--- src/logic/decode_consts.svh ---
// ==================================================
// Numeric constants of the decode stage.
// Include this header where register widths,
// the privileged range or immediate sizes are needed
// ==================================================

`ifndef DECODE_CONSTS_SVH
`define DECODE_CONSTS_SVH

// Width of one register specifier in the micro-op
`define DEC_REG_BITS 6

// First register of the privileged range, up to the top of the file
`define DEC_PRIV_BASE 56

// This register reads as the instruction pointer
`define DEC_IP_REG 62

// A fence whose function field is all ones acts as a sync
`define DEC_SYNC_FUNC 7'h7F

// Short immediate, built from the rs2 and func fields
`define DEC_IMM_BITS 13

`endif

--- src/logic/decode_pkg.sv ---
// ==================================================
// Shared types of the decode stage: opcodes, faults,
// operating modes, the micro-op and the decode bus.
// Reference types by scoped name from this package
// ==================================================

`include "decode_consts.svh"

package decode_pkg;

	// Known opcodes, every code not listed here is unimplemented
	typedef enum logic [6:0] {
		OP_NOP   = 7'h00,
		OP_ADD   = 7'h01,
		OP_ADDI  = 7'h02,
		OP_ADDL  = 7'h03,
		OP_AND   = 7'h04,
		OP_OR    = 7'h05,
		OP_XOR   = 7'h06,
		OP_MUL   = 7'h08,
		OP_MULU  = 7'h09,
		OP_DIV   = 7'h0A,
		OP_DIVU  = 7'h0B,
		OP_LOAD  = 7'h10,
		OP_LOADZ = 7'h11,
		OP_STORE = 7'h12,
		OP_BCC   = 7'h18,
		OP_BSR   = 7'h19,
		OP_JSR   = 7'h1A,
		OP_RET   = 7'h1B,
		OP_FENCE = 7'h20,
		OP_CSR   = 7'h21,
		OP_SYS   = 7'h22,
		OP_BRK   = 7'h23,
		OP_FADD  = 7'h30,
		OP_FMA   = 7'h31
	} opcode_t;

	// Fault cause reported on the decode bus
	typedef enum logic [1:0] {
		FLT_NONE   = 2'd0,
		FLT_BADREG = 2'd1,
		FLT_UNIMP  = 2'd2
	} fault_t;

	typedef enum logic {
		MODE_USER    = 1'b0,
		MODE_MACHINE = 1'b1
	} mode_t;

	// Which micro-op field a register decoder reads
	typedef enum logic [1:0] {
		FLD_RD  = 2'd0,
		FLD_RS1 = 2'd1,
		FLD_RS2 = 2'd2,
		FLD_RS3 = 2'd3
	} field_sel_t;

	typedef struct packed {
		logic                     v;
		opcode_t                  opcode;
		logic [`DEC_REG_BITS-1:0] rd;
		logic [`DEC_REG_BITS-1:0] rs1;
		logic [`DEC_REG_BITS-1:0] rs2;
		logic [6:0]               func;
	} micro_op_t;

	// Class flags, mem and sync are derived from the others
	typedef struct packed {
		logic alu, mul, mulu, div, divu;
		logic load, loadz, store, mem;
		logic branch, bsr, jsr, ret;
		logic fence, sync, csr, sys, brk;
		logic fpu, fma, nop;
	} class_flags_t;

	typedef struct packed {
		logic                     v;
		logic [`DEC_REG_BITS-1:0] rd, rs1, rs2, rs3;
		logic                     rdv, rs1z, rs2z, has_rs2, iprel;
		logic [63:0]              imm;
		logic                     has_imm;
		class_flags_t             flags;
		fault_t                   cause;
	} decode_bus_t;

	typedef struct packed {
		logic [31:0] ip;
		mode_t       mode;
	} pc_tag_t;

	// Idle bus image, a plain nop without fault
	function automatic decode_bus_t idle_bus();
		decode_bus_t b;
		b = '0;
		b.flags.nop = 1'b1;
		b.cause = FLT_NONE;
		return b;
	endfunction

endpackage

--- src/logic/decode_class.sv ---
// ==================================================
// Opcode classifier. Sets one primary class flag per
// known opcode, derives mem and sync, and reports
// whether the opcode is implemented at all
// ==================================================

`timescale 1ns/1ps

`include "decode_consts.svh"

module decode_class (
	input  decode_pkg::micro_op_t    instr,
	output decode_pkg::class_flags_t flags,
	output logic                     known
);

	logic [18:0] primary;

	always_comb begin
		flags = '0;
		known = 1'b1;
		case (instr.opcode)
			// Plain integer operations share one unit
			decode_pkg::OP_ADD,
			decode_pkg::OP_ADDI,
			decode_pkg::OP_ADDL,
			decode_pkg::OP_AND,
			decode_pkg::OP_OR,
			decode_pkg::OP_XOR:   flags.alu = 1'b1;
			decode_pkg::OP_MUL:   flags.mul = 1'b1;
			decode_pkg::OP_MULU:  flags.mulu = 1'b1;
			decode_pkg::OP_DIV:   flags.div = 1'b1;
			decode_pkg::OP_DIVU:  flags.divu = 1'b1;
			decode_pkg::OP_LOAD:  flags.load = 1'b1;
			decode_pkg::OP_LOADZ: flags.loadz = 1'b1;
			decode_pkg::OP_STORE: flags.store = 1'b1;
			decode_pkg::OP_BCC:   flags.branch = 1'b1;
			decode_pkg::OP_BSR:   flags.bsr = 1'b1;
			decode_pkg::OP_JSR:   flags.jsr = 1'b1;
			decode_pkg::OP_RET:   flags.ret = 1'b1;
			decode_pkg::OP_FENCE: flags.fence = 1'b1;
			decode_pkg::OP_CSR:   flags.csr = 1'b1;
			decode_pkg::OP_SYS:   flags.sys = 1'b1;
			decode_pkg::OP_BRK:   flags.brk = 1'b1;
			decode_pkg::OP_NOP:   flags.nop = 1'b1;
			decode_pkg::OP_FADD:  flags.fpu = 1'b1;
			decode_pkg::OP_FMA:   flags.fma = 1'b1;
			// Unknown code, no class at all
			default:              known = 1'b0;
		endcase

		// Derived flags go on top of the primary one
		flags.mem = flags.load | flags.loadz | flags.store;
		flags.sync = flags.fence && (instr.func == `DEC_SYNC_FUNC);
	end

	// Primary flags only, mem and sync overlap by design
	assign primary = {
		flags.alu, flags.mul, flags.mulu, flags.div, flags.divu,
		flags.load, flags.loadz, flags.store, flags.branch, flags.bsr,
		flags.jsr, flags.ret, flags.fence, flags.csr, flags.sys,
		flags.brk, flags.fpu, flags.fma, flags.nop
	};

	// At most one class, and a class exactly when the opcode is known
	always_comb begin
		assert ($onehot0(primary) && (known == (primary != '0)))
		else $error("decode_class: bad class flags %b for opcode %h",
			primary, instr.opcode);
	end

endmodule

--- src/logic/decode_imm.sv ---
// ==================================================
// Immediate decoder. Short immediates come from the
// rs2 and func fields and are sign extended, while
// ADDL takes a full constant from the raw word
// ==================================================

`timescale 1ns/1ps

`include "decode_consts.svh"

module decode_imm (
	input  decode_pkg::micro_op_t instr,
	input  logic [31:0]           instr_raw,
	output logic [63:0]           imm,
	output logic                  has_imm
);

	logic [`DEC_IMM_BITS-1:0] short_imm;

	// rs2 forms the upper bits and func the lower bits
	assign short_imm = {instr.rs2, instr.func};

	always_comb begin
		imm = 64'd0;
		has_imm = 1'b0;
		case (instr.opcode)
			// Register plus offset forms and the branch displacement
			decode_pkg::OP_ADDI,
			decode_pkg::OP_LOAD,
			decode_pkg::OP_LOADZ,
			decode_pkg::OP_STORE,
			decode_pkg::OP_BCC: begin
				imm = 64'($signed(short_imm));
				has_imm = 1'b1;
			end
			// Long constant carried in the extension word
			decode_pkg::OP_ADDL: begin
				imm = 64'($signed(instr_raw));
				has_imm = 1'b1;
			end
			// Everything else uses registers only
			default: begin
				imm = 64'd0;
				has_imm = 1'b0;
			end
		endcase
	end

endmodule

--- src/logic/decode_reg_field.sv ---
// ==================================================
// Decodes one register specifier of a micro-op.
// FIELD picks rd, rs1, rs2 or the low func bits.
// Flags register zero, the ip register and use of
// a privileged register from user mode
// ==================================================

`timescale 1ns/1ps

`include "decode_consts.svh"

module decode_reg_field #(
	parameter decode_pkg::field_sel_t FIELD = decode_pkg::FLD_RD
) (
	input  decode_pkg::micro_op_t     instr,
	input  decode_pkg::mode_t         om,
	output logic [`DEC_REG_BITS-1:0]  num,
	output logic                      zero,
	output logic                      ipref,
	output logic                      bad
);

	// Field select is fixed per instance
	always_comb begin
		case (FIELD)
			decode_pkg::FLD_RD:  num = instr.rd;
			decode_pkg::FLD_RS1: num = instr.rs1;
			decode_pkg::FLD_RS2: num = instr.rs2;
			// The third source sits in the low bits of func
			default:             num = instr.func[`DEC_REG_BITS-1:0];
		endcase
	end

	assign zero  = (num == '0);
	assign ipref = (num == `DEC_REG_BITS'(`DEC_IP_REG));

	// Registers 56 and up belong to machine mode
	// Touching them from user mode faults, machine mode may use them freely
	assign bad = (om == decode_pkg::MODE_USER) &&
		(num >= `DEC_REG_BITS'(`DEC_PRIV_BASE));

endmodule

--- src/logic/decode_stage.sv ---
// ==================================================
// Combinational decode of one micro-op into the
// decode bus. Joins the field, immediate and class
// decoders and settles the fault cause
// ==================================================

`timescale 1ns/1ps

`include "decode_consts.svh"

module decode_stage (
	input  decode_pkg::micro_op_t   instr,
	input  decode_pkg::mode_t       om,
	input  logic [31:0]             instr_raw,
	output decode_pkg::decode_bus_t db
);

	logic [`DEC_REG_BITS-1:0] rd_num, rs1_num, rs2_num, rs3_num;
	logic                     rs1_zero, rs2_zero, rs1_ip;
	logic                     rd_bad, rs1_bad, rs2_bad, rs3_bad;
	logic [63:0]              imm;
	logic                     has_imm, known, rdv, bad_any;
	decode_pkg::class_flags_t flags;

	// ==================================================
	// Field decoders
	// ==================================================

	decode_reg_field #(.FIELD(decode_pkg::FLD_RD)) u_rd (
		.instr(instr), .om(om), .num(rd_num), .zero(), .ipref(), .bad(rd_bad)
	);

	decode_reg_field #(.FIELD(decode_pkg::FLD_RS1)) u_rs1 (
		.instr(instr), .om(om), .num(rs1_num), .zero(rs1_zero), .ipref(rs1_ip),
		.bad(rs1_bad)
	);

	decode_reg_field #(.FIELD(decode_pkg::FLD_RS2)) u_rs2 (
		.instr(instr), .om(om), .num(rs2_num), .zero(rs2_zero), .ipref(),
		.bad(rs2_bad)
	);

	decode_reg_field #(.FIELD(decode_pkg::FLD_RS3)) u_rs3 (
		.instr(instr), .om(om), .num(rs3_num), .zero(), .ipref(), .bad(rs3_bad)
	);

	decode_imm u_imm (.instr(instr), .instr_raw(instr_raw), .imm(imm), .has_imm(has_imm));

	decode_class u_class (.instr(instr), .flags(flags), .known(known));

	// ==================================================
	// Operand rules and fault priority
	// ==================================================

	// These classes write no destination register
	assign rdv = ~(flags.store | flags.branch | flags.fence | flags.brk |
		flags.sys | flags.nop);

	// A bad flag only counts for an operand the micro-op really uses
	// The rs2 field holds immediate bits when has_imm is set
	assign bad_any = rs1_bad | (rs2_bad & ~has_imm) | (rd_bad & rdv) |
		(rs3_bad & flags.fma);

	always_comb begin
		db = '0;
		db.v = 1'b1;
		db.rd = rd_num;
		db.rs1 = rs1_num;
		db.rs2 = rs2_num;
		db.rs3 = rs3_num;
		db.rdv = rdv;
		db.rs1z = rs1_zero;
		db.rs2z = rs2_zero;
		db.has_rs2 = ~has_imm;
		db.iprel = rs1_ip;
		db.imm = imm;
		db.has_imm = has_imm;
		db.flags = flags;
		// Unimplemented wins over a bad register
		if (!known)
			db.cause = decode_pkg::FLT_UNIMP;
		else if (bad_any)
			db.cause = decode_pkg::FLT_BADREG;
		else
			db.cause = decode_pkg::FLT_NONE;
		// A stomped micro-op turns into a harmless nop
		if (!instr.v)
			db = decode_pkg::idle_bus();
	end

	// An invalid slot must never raise a fault or claim a destination
	always_comb begin
		if (!db.v)
			assert (db.cause == decode_pkg::FLT_NONE && db.flags.nop && !db.rdv)
			else $error("decode_stage: invalid micro-op left cause %s", db.cause.name());
	end

endmodule

--- src/logic/decode_top.sv ---
// ==================================================
// Decode stage top level. One micro-op per cycle in,
// a registered decode bus and ip tag out with one
// cycle of latency. en low holds both outputs
// ==================================================

`timescale 1ns/1ps

module decode_top (
	input  logic                    clk,
	input  logic                    rst,
	input  logic                    en,
	input  logic [31:0]             ip,
	input  decode_pkg::mode_t       om,
	input  decode_pkg::micro_op_t   instr,
	input  logic [31:0]             instr_raw,
	output decode_pkg::decode_bus_t dbo,
	output decode_pkg::pc_tag_t     dbo_tag
);

	decode_pkg::decode_bus_t db;
	decode_pkg::pc_tag_t     tag;

	// The tag travels next to the bus so rename sees the matching ip
	assign tag.ip = ip;
	assign tag.mode = om;

	decode_stage u_stage (.instr(instr), .om(om), .instr_raw(instr_raw), .db(db));

	stage_reg #(
		.T(decode_pkg::decode_bus_t),
		.RESET_VALUE(decode_pkg::idle_bus())
	) u_bus_reg (.clk(clk), .rst(rst), .en(en), .d(db), .q(dbo));

	stage_reg #(.T(decode_pkg::pc_tag_t), .RESET_VALUE('0)) u_tag_reg (
		.clk(clk), .rst(rst), .en(en), .d(tag), .q(dbo_tag)
	);

endmodule

--- src/logic/stage_reg.sv ---
// ==================================================
// Pipeline register for any packed payload type.
// Loads on a rising clock while en is high, holds
// otherwise, and takes RESET_VALUE under reset
// ==================================================

`timescale 1ns/1ps

module stage_reg #(
	parameter type T           = logic,
	parameter T    RESET_VALUE = '0
) (
	input  logic clk,
	input  logic rst,
	input  logic en,
	input  T     d,
	output T     q
);

	always_ff @(posedge clk) begin
		if (rst)
			q <= RESET_VALUE;
		else if (en)
			q <= d;
	end

	// en low is the only stall, the stage behind relies on a stable value
	hold_check: assert property (@(posedge clk) (!rst && !en) |=> (q == $past(q)))
	else $error("stage_reg: output changed while en was low");

endmodule
--- config.mk ---
export PLATFORM = sky130hd
export DESIGN_NAME = decode_top
export DESIGN_NICKNAME = d
export VERILOG_FILES = /design/src/logic/decode_pkg.sv /design/src/logic/decode_class.sv /design/src/logic/decode_imm.sv /design/src/logic/decode_reg_field.sv /design/src/logic/decode_stage.sv /design/src/logic/decode_top.sv /design/src/logic/stage_reg.sv
export VERILOG_INCLUDE_DIRS = /design/src /design/src/logic
export SDC_FILE = /design/constraint.sdc
export NUM_CORES = 1
export LEC_CHECK = 0
export ABC_AREA = 1
export BUFFER_PORTS_ARGS = -buffer_cell sky130_fd_sc_hd__buf_2
export CAP_MARGIN = 20
export CORE_MARGIN = 4
export CORE_UTILIZATION = 49
export DETAILED_ROUTE_END_ITERATION = 7
export PLACE_DENSITY = 0.85
export SYNTH_ARGS = -nofsm -noshare
export SYNTH_HDL_FRONTEND = slang
export SYNTH_SLANG_ARGS = --single-unit
--- constraint.sdc ---
create_clock -name clk -period 2.77 [get_ports clk]
set_input_delay 0.1385 -clock clk [delete_from_list [all_inputs] [get_ports clk]]
set_output_delay 0.1385 -clock clk [all_outputs]
set_load 0.02 [all_outputs]
==> summary.md, run 1 <==
| Metric | Value |
|---|---|
| Status | `finished, final reports clean` |
| Yosys warns | `0` |
| Initial antenna violation count | `0` |
| Core box area | `0.009864 mm^2` |
| FMAX | `469.4 MHz` |
| Slew Viols, Final | `0` |
| Critical Path RT | `3.22 ns` |
| Syn avg cell area | `7.316 um^2` |
| Share of layout cells above drive strength 1 | `30.54%` |
| Peak VDD IR | `416.6 uV` |
| Worst-Skew Late Latency | `0.50 ns` |
| Vias/cell | `5.369` |
| Mapped Cells | `682` |
| Die ar. | `0.01186 mm^2` |
| Biggest area consumer among synthesized cells | `dfxtp_1` |
| Worst hold path class | `in -> reg` |
| Worst hold slack | `0.03383 ns` |
| Critical path data arrival time | `2.58 ns` |
| CP Capture Type | `register` |
| H-tree depth | `4` |
| Sequential element share of the synthesized area | `47.74%` |
| RSZ-0062 raised after global routing | `no` |
| Post-Route WL | `19.29 mm` |
| Synth top area cells | `dfxtp_1 48%, nand2_1 12%, nor2_1 8.0%` |
| Final hold vios | `0` |
| CTS tree | `yes` |
| Post-synth ARST share | `0%` |
| Postcts setup bufs | `0` |
| CTS Root Cell | `clkbuf_8` |
| Slew margin rel. | `37.45%` |
| Power Dens Cells | `588.1 mW/mm^2` |
| Final min period | `2.131 ns` |
| Setup crit end | `u_bus_reg.q[34]$_SDFFE_PP0P_` |
| Global-route wire length before repair | `29.24 mm` |
| CTS resizes | `0` |
| Filler instances | `648` |
| Crit Path Class | `in -> reg` |
| Crit Reg-Reg Startpoint | `u_bus_reg.q[86]$_SDFFE_PP0P_` |
| Pin count of the biggest net entering global routing | `119` |
| Syn Nets | `783` |
| DRT antenna net count | `0` |
| IO Pins | `252` |
| # DRC | `0` |
| Clock Sinks | `119` |
| # rows | `36` |
| Crit Path Max Fanout | `33` |
| Final HPWL DP | `10.83 mm` |
| Flop2flop setup slack | `1.47 ns` |
| Routed vias | `6029` |
| Setup tns final | `0 ns` |
| Worst setup SP type | `primary input` |
| Synth Cell Area | `0.004990 mm^2` |
| Wire per inst | `17.18 um` |
| Hold depth | `3` |
| Worst-Margin Slew | `0.9372 ns` |
| Vias in the first global route | `5939` |
| Grt ovf | `0` |
| Gpl congestion | `0.9320` |
| Leak | `3.571 nW` |
| Crit path launch | `instr[31]` |
| Register bit count reported by yosys | `119` |
| CTS clk-pin slew, worst paths | `0.06 ns` |
| Period utilization | `76.92%` |
| Top cell type's share of synthesized area | `47.74%` |
| Clock Tree Buf Depth | `2` |
| R2r endpoint | `u_bus_reg.q[86]$_SDFFE_PP0P_` |
| Gr usage total | `31.27%` |
| Die Height | `108.9 um` |
| Prevailing post-synth register cell | `dfxtp_1` |
| CTS Buf Count | `17` |
| # setup viols final | `0` |
| Max cap viols | `0` |
| Skew final | `0 ns` |
| Initial Util | `50.58%` |
| IO Port Bufs | `251` |
| Detailed Routing Iterations Pass 1 | `6` |
| Synth unique cells | `28` |
| R2R cell count | `2` |
| Post-synth EDFFs | `0` |
| Initial DRC count | `542` |
| Layout Area Growth over Synthesis | `51.00%` |
| Nets | `1077` |
| Die width | `108.9 um` |
## per-stage QoR
stage | utilization (%) | total power, W | cells | area [um^2] | setup slack [ns]
6_report | 76.38 | 0.004431 | 1123 | 7535 | 0.6394
5_1_grt | 76.36 | 0.004560 | 1122 | 7532 | 0.4591
4_1_cts | 76.36 | 0.004419 | 1122 | 7532 | 0.7292
3_5_place_dp | 61.26 | 0.002246 | 998 | 6043 | 1.210
3_3_place_gp | 61.26 | 0.002239 | 998 | 6043 | 1.265
2_1_floorplan | - | 0.002062 | 682 | 4990 | 1.424
## layout make-up
class | instances | area (um^2) | area share [%]
Multi-Input combinational cell | 469 | 2101 | 27.88
Timing Repair Buffer | 350 | 2242 | 29.76
Antenna cell | 1 | 2.502 | 0.03321
Clock inverter | 14 | 140.1 | 1.860
Tap cell | 133 | 166.4 | 2.209
Sequential cell | 119 | 2382 | 31.62
Clock buffer | 18 | 427.9 | 5.679
Inverter | 19 | 72.57 | 0.9631
## placed cells by master, fill, tap and decap left out, types with 2 or more instances in the layout
master,instances
nand4_1,3
clkbuf_16,16
buf_4,6
inv_6,6
nor2_2,3
dlygate4sd3_1,92
inv_2,2
clkinvlp_4,3
nand2_1,163
inv_1,16
nand2_2,2
buf_2,251
clkbuf_8,2
nand3_1,59
a22oi_1,2
clkinv_4,4
a31oi_1,29
o21ai_0,35
a21oi_1,54
nor4_1,2
nor2_1,107
nor3_1,2
dfxtp_1,119
## how the worst min path moves through the flow
stage               from                       endpoint  slack (ns)
2_1_floorplan         om    u_tag_reg.q[0]$_SDFFE_PP0P_        0.27
3_3_place_gp      ip[25]   u_tag_reg.q[26]$_SDFFE_PP0P_        0.36
3_5_place_dp      ip[16]   u_tag_reg.q[17]$_SDFFE_PP0P_        0.36
4_1_cts        instr[27]   u_bus_reg.q[18]$_SDFFE_PP0P_        0.02
5_1_grt        instr[26]   u_bus_reg.q[20]$_SDFFE_PP0P_        0.04
6_report       instr[32]  u_bus_reg.q[117]$_SDFFE_PP0P_        0.03
## metal layers
metal / global-route usage (%) / up-vias / routed length (um) / part of all wire, %
met5: 0 / - / 0 / 0
met4: 17.04 / 0 / 822 / 4.3
met3: 7.934 / 88 / 1775 / 9.2
met2: 55.70 / 388 / 9721 / 50
met1: 33.68 / 2745 / 6970 / 36
li1: - / 2808 / - / -
## where the power goes
| part | switching [W] | total, W | internal, W |
|---|---|---|---|
| Clock | 0.000860 | 0.00209 | 0.00124 |
| Combinational | 0.000318 | 0.000542 | 0.000224 |
| Sequential | 0.0000279 | 0.00179 | 0.00177 |
| Total | 0.00121 | 0.00443 | 0.00323 |
## cell usage after synthesis (3+ instances only)
| cell type | n |
|---|---|
| nand2_1 | 163 |
| dfxtp_1 | 119 |
| nor2_1 | 107 |
| nand3_1 | 59 |
| a21oi_1 | 54 |
| buf_4 | 36 |
| o21ai_0 | 35 |
| a31oi_1 | 29 |
| clkbuf_1 | 28 |
| inv_1 | 16 |
| buf_2 | 9 |
| inv_2 | 3 |
| nand4_1 | 3 |
| nor2_2 | 3 |
## cell families after synthesis
group	count (synthesis)	share of synthesized area [%]
flip-flops	119	47.74
AND/OR/NAND/NOR	346	28.76
AO/OA/AOI/OAI	123	13.34
buffers and inverters	94	10.16
## state kept, by name, indices dropped and copies added (netlist names)
| register | count |
|---|---|
| u_bus_reg.q | 86 |
| u_tag_reg.q | 33 |
## critical path, cell delays in order
cell and delay [ns]:
dlygate4sd3_1 0.54, buf_2 0.14, inv_1 0.11, nand3_1 0.16
inv_1 0.14, nand2_1 0.08, inv_1 0.05, buf_4 0.31
nand3_1 0.17, a31oi_1 0.18, dlygate4sd3_1 0.57
## what timing repair did
action	CTS	global route
setup endpoints to repair	0	0
endpoints found under the hold margin	91	0
hold buffers	92	0
(Power assumes the default switching activity.)
==> run 2, diff against run 1 <==
Settings changed: ABC_AREA 1 to 0, CORE_UTILIZATION 49 to 45, PLACE_DENSITY 0.85 to 0.8.
Clock period 2.77 ns to 2 ns, I/O delays scaled along.
==> summary.md, run 2 <==
| Metric | Value |
|---|---|
| Clock power frac | `48.6% (+1.3 points)` |
| Initial DRC count | `528 (-2.6%)` |
| Peak VDD IR | `537.7 uV (+29%)` |
| Dpl ws | `0.1982 ns (-1.012 ns)` |
| Sequential element share of the synthesized area | `50.16% (+2.4 points)` |
| R2r endpoint | `u_bus_reg.q[25]$_SDFFE_PP0P_` |
| Wire per inst | `18.16 um (+5.7%)` |
| Worst hold slack | `0.07065 ns (+0.03682 ns)` |
| Final HPWL DP | `11.23 mm (+3.7%)` |
| Skew final | `0 ns (unchanged)` |
| Core box area | `0.01032 mm^2 (+4.7%)` |
| Max cap viols | `0 (unchanged)` |
| CTS tree | `yes` |
| Max reg flops | `86 (unchanged)` |
| Die Height | `110.7 um (+1.7%)` |
| Yosys warns | `0 (unchanged)` |
| H-tree depth | `4 (unchanged)` |
| Switching share of power | `25.14% (-2.1 points)` |
| RSZ-0062 raised after global routing | `no` |
| Post-synth ARST share | `0% (unchanged)` |
| Combinational power share | `11.7% (-0.5 points)` |
| Prevailing post-synth register cell | `dfxtp_1` |
| Global-route wire length before repair | `27.52 mm (-5.9%)` |
| Seq pwr share | `39.7% (-0.8 points)` |
| Setup crit end | `u_bus_reg.q[25]$_SDFFE_PP0P_` |
| Count leader, synth | `dfxtp_1` |
| Slew Viols, Final | `0 (unchanged)` |
| Detailed Routing Iterations Pass 1 | `5 (-1)` |
| Crit Path Class | `in -> reg` |
| Leak | `3.580 nW (+0.26%)` |
| Vias/cell | `5.434 (+1.2%)` |
| DRT antenna net count | `0 (unchanged)` |
| Pin count of the biggest net entering global routing | `62 (-48%)` |
| Final std cells w/o fill | `964 (-14%)` |
| Initial Util | `46.01% (-4.6 points)` |
| Gpl congestion | `0.8618 (-7.5%)` |
| Flop2flop setup slack | `0.39 ns (-1.08 ns)` |
| Die ar. | `0.01226 mm^2 (+3.4%)` |
| Layout Area Growth over Synthesis | `57.27%` |
| Top flop regs | `u_bus_reg.q: 86 flops, u_tag_reg.q: 33 flops` |
| Routed vias | `5238 (-13%)` |
| Power Dens Cells | `835.6 mW/mm^2 (+42%)` |
| # DRC | `0 (unchanged)` |
| CP Capture Type | `register` |
| Nets | `914 (-15%)` |
| Crit path launch | `instr[26]` |
| Vias in the first global route | `5400 (-9.1%)` |
| CTS Root Cell | `clkbuf_8` |
| Fin worst setup slack | `0.1885 ns (-0.4509 ns)` |
| Period utilization | `90.57%` |
| # setup viols final | `0 (unchanged)` |
| Final min period | `1.811 ns` |
| Slew margin rel. | `55.72% (+18 points)` |
| Critical Path RT | `2.42 ns (-0.80 ns)` |
| Worst-Margin Slew | `0.6626 ns (-0.2746 ns)` |
| Post-synth EDFFs | `0 (unchanged)` |
| Grt ovf | `0 (unchanged)` |
| IO Pins | `252 (unchanged)` |
| Dpl cells | `827 (-17%)` |
| Synth top cells by count | `119 x dfxtp_1, 108 x nor2_1, 62 x a22oi_1` |
| Share of layout cells above drive strength 1 | `36.80% (+6.3 points)` |
| Postcts setup bufs | `0 (unchanged)` |
| CTS clk-pin slew, worst paths | `0.06 ns (about the same)` |
| Switching power | `0.001569 W (+30%)` |
| FMAX | `552.0 MHz` |
| Gr usage total | `27.93% (-3.3 points)` |
| Syn avg cell area | `9.461 um^2 (+29%)` |
| Register bit count reported by yosys | `119 (unchanged)` |
| Post-Route WL | `17.51 mm (-9.2%)` |
| Mapped Cells | `502 (-26%)` |
| Syn Nets | `603 (-23%)` |
| CTS Buf Count | `17 (unchanged)` |
| Critical path data arrival time | `2.23 ns (-0.35 ns)` |
| Top cell type's share of synthesized area | `50.16% (+2.4 points)` |
| Synth Cell Area | `0.004750 mm^2 (-4.8%)` |
| IO Port Bufs | `251 (unchanged)` |
| Crit Path Max Fanout | `15 (-55%)` |
| Worst hold path class | `in -> reg` |
| Biggest area consumer among synthesized cells | `dfxtp_1` |
| Most flop-heavy register | `u_bus_reg.q` |
| Synth unique cells | `46 (+64%)` |
| Clock Tree Buf Depth | `2 (unchanged)` |
| Commonest cells after routing, fill and taps aside | `250 x buf_2, 119 x dfxtp_1, 108 x nor2_1` |
| R2R cell count | `3 (+1)` |
| Final hold vios | `0 (unchanged)` |
| Hold depth | `4 (+1)` |
| Worst setup SP type | `primary input` |
| Clock Sinks | `119 (unchanged)` |
| Setup tns final | `0 ns (unchanged)` |
| Synth top area cells | `dfxtp_1 50%, a22oi_1 9.8%, nor2_1 8.5%` |
| Initial antenna violation count | `3 (+3)` |
| Internal power | `0.004673 W (+45%)` |
| Crit Reg-Reg Startpoint | `u_bus_reg.q[25]$_SDFFE_PP0P_` |
| Commonest non-fill, non-tap cell in the layout | `buf_2` |
| Die width | `110.7 um (+1.7%)` |
| Status | `finished, final reports clean` |
| Worst-Skew Late Latency | `0.50 ns (about the same)` |
| # rows | `37 (+2.8%)` |
run 2: metal layers:
layer  track usage (%)  share of wire, %  wire length (um)
met1             28.24                35              6057
met2             50.20                51              8987
met3             8.679               9.1              1588
met4             16.42               4.9               866
met5                 0             0.040                 7
run 2: worst max-delay path: stages:
cell and delay [ns]:
buf_2 0.23, nor4b_1 0.43, nand2_1 0.13, a21oi_2 0.21, buf_4 0.24, a222oi_1 0.13
dlygate4sd3_1 0.61, nor2_1 0.16
run 2: metrics by stage:
step           utilization [%]  power [W]  instance area [um^2]
4_1_cts                  72.31   0.006248                  7465
6_report                 72.35   0.006242                  7470
5_1_grt                  72.35   0.006427                  7470
3_5_place_dp             56.56   0.003090                  5839
3_3_place_gp             56.56   0.003072                  5839
2_1_floorplan                -   0.002847                  4750
run 2: power groups by stage:
| stage | clock network [W] | logic, W | registers [W] |
|---|---|---|---|
| detailed placement | 0 | 0.000566 | 0.00252 |
| global route | 0.00316 | 0.000782 | 0.00248 |
| floorplan | 0 | 0.000242 | 0.00260 |
| global placement | 0 | 0.000551 | 0.00252 |
| finish | 0.00303 | 0.000732 | 0.00248 |
| CTS | 0.00306 | 0.000711 | 0.00247 |
run 2: cell families after synthesis:
logic type             count (synthesis)  synth area share [%]
AOI/OAI and AO/OA                    119                 18.39
buffers and inverters                 78                 9.431
DFF                                  119                 50.16
muxes                                 34                 7.166
and+or+nand+nor                      152                 14.86
run 2: area by class of cell:
class	count	area [um^2]
clock inverter	15	180.2
multi-input combinational	305	1919
timing repair buffer	367	2387
fill	717	2854
inverter	3	11.26
antenna	2	5.005
clock buffer	17	414.1
tap	136	170.2
sequential	119	2382
run 2: repair_timing:
item                       in CTS  in global routing
hold endpoints to repair       92                  0
hold buffers                  103                  0
resized for setup               0                  0
setup endpoints to repair       0                  0
run 2: worst min-delay path by stage:
stage | start | end | slack [ns]
floorplan | instr[8] | u_bus_reg.q[100]$_SDFFE_PP0P_ | 0.24
global placement | ip[27] | u_tag_reg.q[28]$_SDFFE_PP0P_ | 0.33
detailed placement | ip[25] | u_tag_reg.q[26]$_SDFFE_PP0P_ | 0.35
CTS | en | u_bus_reg.q[2]$_SDFFE_PP1P_ | 0.04
global route | rst | u_bus_reg.q[1]$_SDFFE_PP0P_ | 0.1
finish | en | u_bus_reg.q[2]$_SDFFE_PP1P_ | 0.07
==> run 3, diff against run 2 <==
Settings changed: ABC_AREA 0 to default, HOLD_SLACK_MARGIN from default to 0.1, PLACE_DENSITY 0.8 to 0.91.
==> summary.md, run 3 (synthesized netlist as in run 2, its figures left out) <==
| Metric | Value |
|---|---|
| Status | `finished with violations` |
| Failing checks | `design-rule violations` |
| Commonest cells after routing, fill and taps aside | `250 x buf_2, 131 x dlygate4sd3_1, 119 x dfxtp_1` |
| Final hold vios | `0 (unchanged)` |
| Clock Sinks | `119 (unchanged)` |
| Crit Path Max Fanout | `15 (unchanged)` |
| CTS tree | `yes` |
| Final min period | `1.792 ns (-0.01899 ns)` |
| # DRC | `1 (+1)` |
| Critical path data arrival time | `2.21 ns (-0.02 ns)` |
| Layout Area Growth over Synthesis | `64.17%` |
| Initial Util | `46.01% (unchanged)` |
| Final HPWL DP | `10.38 mm (-7.5%)` |
| Pin count of the biggest net entering global routing | `47 (-24%)` |
| Max reg flops | `86 (unchanged)` |
| Nets | `940 (+2.8%)` |
| Share of layout cells above drive strength 1 | `35.45% (-1.4 points)` |
| Filler instances | `648 (-9.6%)` |
| Crit Reg-Reg Startpoint | `u_tag_reg.q[0]$_SDFFE_PP0P_` |
| Grt ovf | `0 (unchanged)` |
| Die width | `110.7 um (unchanged)` |
| DRT antenna net count | `0 (unchanged)` |
| IO Pins | `252 (unchanged)` |
| CP Capture Type | `register` |
| # rows | `37 (unchanged)` |
| Gpl congestion | `0.8739 (+1.4%)` |
| IO Port Bufs | `251 (unchanged)` |
| Critical Path RT | `2.42 ns (about the same)` |
| FMAX | `557.9 MHz (+1.1%)` |
| Initial DRC count | `706 (+34%)` |
| Crit Path Class | `in -> reg` |
| CTS clk-pin slew, worst paths | `0.07 ns (about the same)` |
| Crit path launch | `instr[26]` |
| Setup crit end | `u_bus_reg.q[24]$_SDFFE_PP0P_` |
| Worst-Margin Slew | `0.7468 ns (+0.08420 ns)` |
| Die ar. | `0.01226 mm^2 (unchanged)` |
| Slew Viols, Final | `0 (unchanged)` |
| Flop2flop setup slack | `0.27 ns (-0.12 ns)` |
| R2r endpoint | `u_tag_reg.q[0]$_SDFFE_PP0P_` |
| CTS Buf Count | `17 (unchanged)` |
| R2R cell count | `4 (+1)` |
| RSZ-0062 raised after global routing | `no` |
| Gr usage total | `29.39% (+1.5 points)` |
| CTS Root Cell | `clkbuf_8` |
| Initial antenna violation count | `0 (-3)` |
| Wire per inst | `18.44 um (+1.5%)` |
| H-tree depth | `4 (unchanged)` |
| Power Dens Cells | `846.9 mW/mm^2 (+1.3%)` |
| Worst-Skew Late Latency | `0.49 ns (about the same)` |
| Routed vias | `5414 (+3.4%)` |
| Ant. Diodes | `0 (-2)` |
| Worst setup SP type | `primary input` |
| Die Height | `110.7 um (unchanged)` |
| Leak | `3.771 nW (+5.3%)` |
| Commonest non-fill, non-tap cell in the layout | `buf_2` |
| Core box area | `0.01032 mm^2 (unchanged)` |
| Peak VDD IR | `648.1 uV (+21%)` |
| CTS resizes | `0 (unchanged)` |
| Post-Route WL | `18.22 mm (+4.1%)` |
| Global-route wire length before repair | `29.37 mm (+6.7%)` |
| Vias/cell | `5.480 (+0.85%)` |
| Detailed Routing Iterations Pass 1 | `8 (+3)` |
| # setup viols final | `0 (unchanged)` |
| Clock Tree Buf Depth | `2 (unchanged)` |
| Worst hold path class | `in -> reg` |
| Dpl ws | `0.3438 ns (+0.1456 ns)` |
| Most flop-heavy register | `u_bus_reg.q` |
| Fin worst setup slack | `0.2075 ns (+0.01899 ns)` |
| Skew final | `0 ns (unchanged)` |
| Period utilization | `89.62% (-0.95 points)` |
| Slew margin rel. | `50.14% (-5.6 points)` |
| Top flop regs | `u_bus_reg.q: 86 flops, u_tag_reg.q: 33 flops` |
| Vias in the first global route | `5599 (+3.7%)` |
| Max cap viols | `0 (unchanged)` |
| Setup tns final | `0 ns (unchanged)` |
## run 3: metrics by stage
stage               hold slack, ns  std cells  instance area, um^2  power [W]  util [%]
floorplan                   0.2441        502                 4750   0.002847         -
global placement            0.3284        825                 5837   0.003074     56.54
detailed placement          0.3383        825                 5837   0.003089     56.54
CTS                         0.1093        988                 7797   0.006593     75.53
global route                0.1561        988                 7797   0.006802     75.53
finish                      0.1363        988                 7797   0.006604     75.53
## run 3: critical path: stages
cell           delay, ns
buf_2               0.22
nor4b_1             0.42
nand2_1             0.13
a21oi_2             0.28
buf_4               0.23
a222oi_1            0.10
dlygate4sd3_1       0.60
nor2_1              0.13
## run 3: repair_timing
action,in CTS,in global routing
setup endpoints to repair,0,0
hold buffers,131,0
setup buffers,0,0
hold endpoints to repair,97,0
## run 3: layer usage
metal	up-vias	part of all wire (%)	track usage [%]	wire (um)
li1	2449	-	-	-
met1	2507	37	32.66	6662
met2	370	50	50.73	9090
met3	88	8.5	7.751	1540
met4	0	5.1	16.58	924
met5	-	0	0	0
## run 3: how the worst min path moves through the flow
stage / from / end / slack, ns / cells after the start
final: instr[28] / u_bus_reg.q[22]$_SDFFE_PP0P_ / 0.14 / 4
after detailed placement: instr[21] / u_bus_reg.q[113]$_SDFFE_PP0P_ / 0.34 / 3
after CTS: instr[28] / u_bus_reg.q[22]$_SDFFE_PP0P_ / 0.11 / 4
after global placement: instr[21] / u_bus_reg.q[113]$_SDFFE_PP0P_ / 0.33 / 3
after global routing: instr[25] / u_bus_reg.q[19]$_SDFFE_PP0P_ / 0.16 / 4
after floorplan: instr[8] / u_bus_reg.q[100]$_SDFFE_PP0P_ / 0.24 / 2
## run 3: layout make-up
cell class | instances | area (um^2) | area share [%]
clock buffers | 18 | 427.9 | 5.488
repair buffers | 393 | 2665 | 34.18
clock inverters | 14 | 221.5 | 2.840
well taps | 136 | 170.2 | 2.182
multi-input cells | 305 | 1919 | 24.61
flip-flops and latches | 119 | 2382 | 30.55
inverters | 3 | 11.26 | 0.1444
## run 3: where the power goes
group,internal (W),switching [W],total [W]
clock,0.00220,0.00115,0.00335
combinational,0.000366,0.000413,0.000779
sequential,0.00244,0.0000395,0.00248
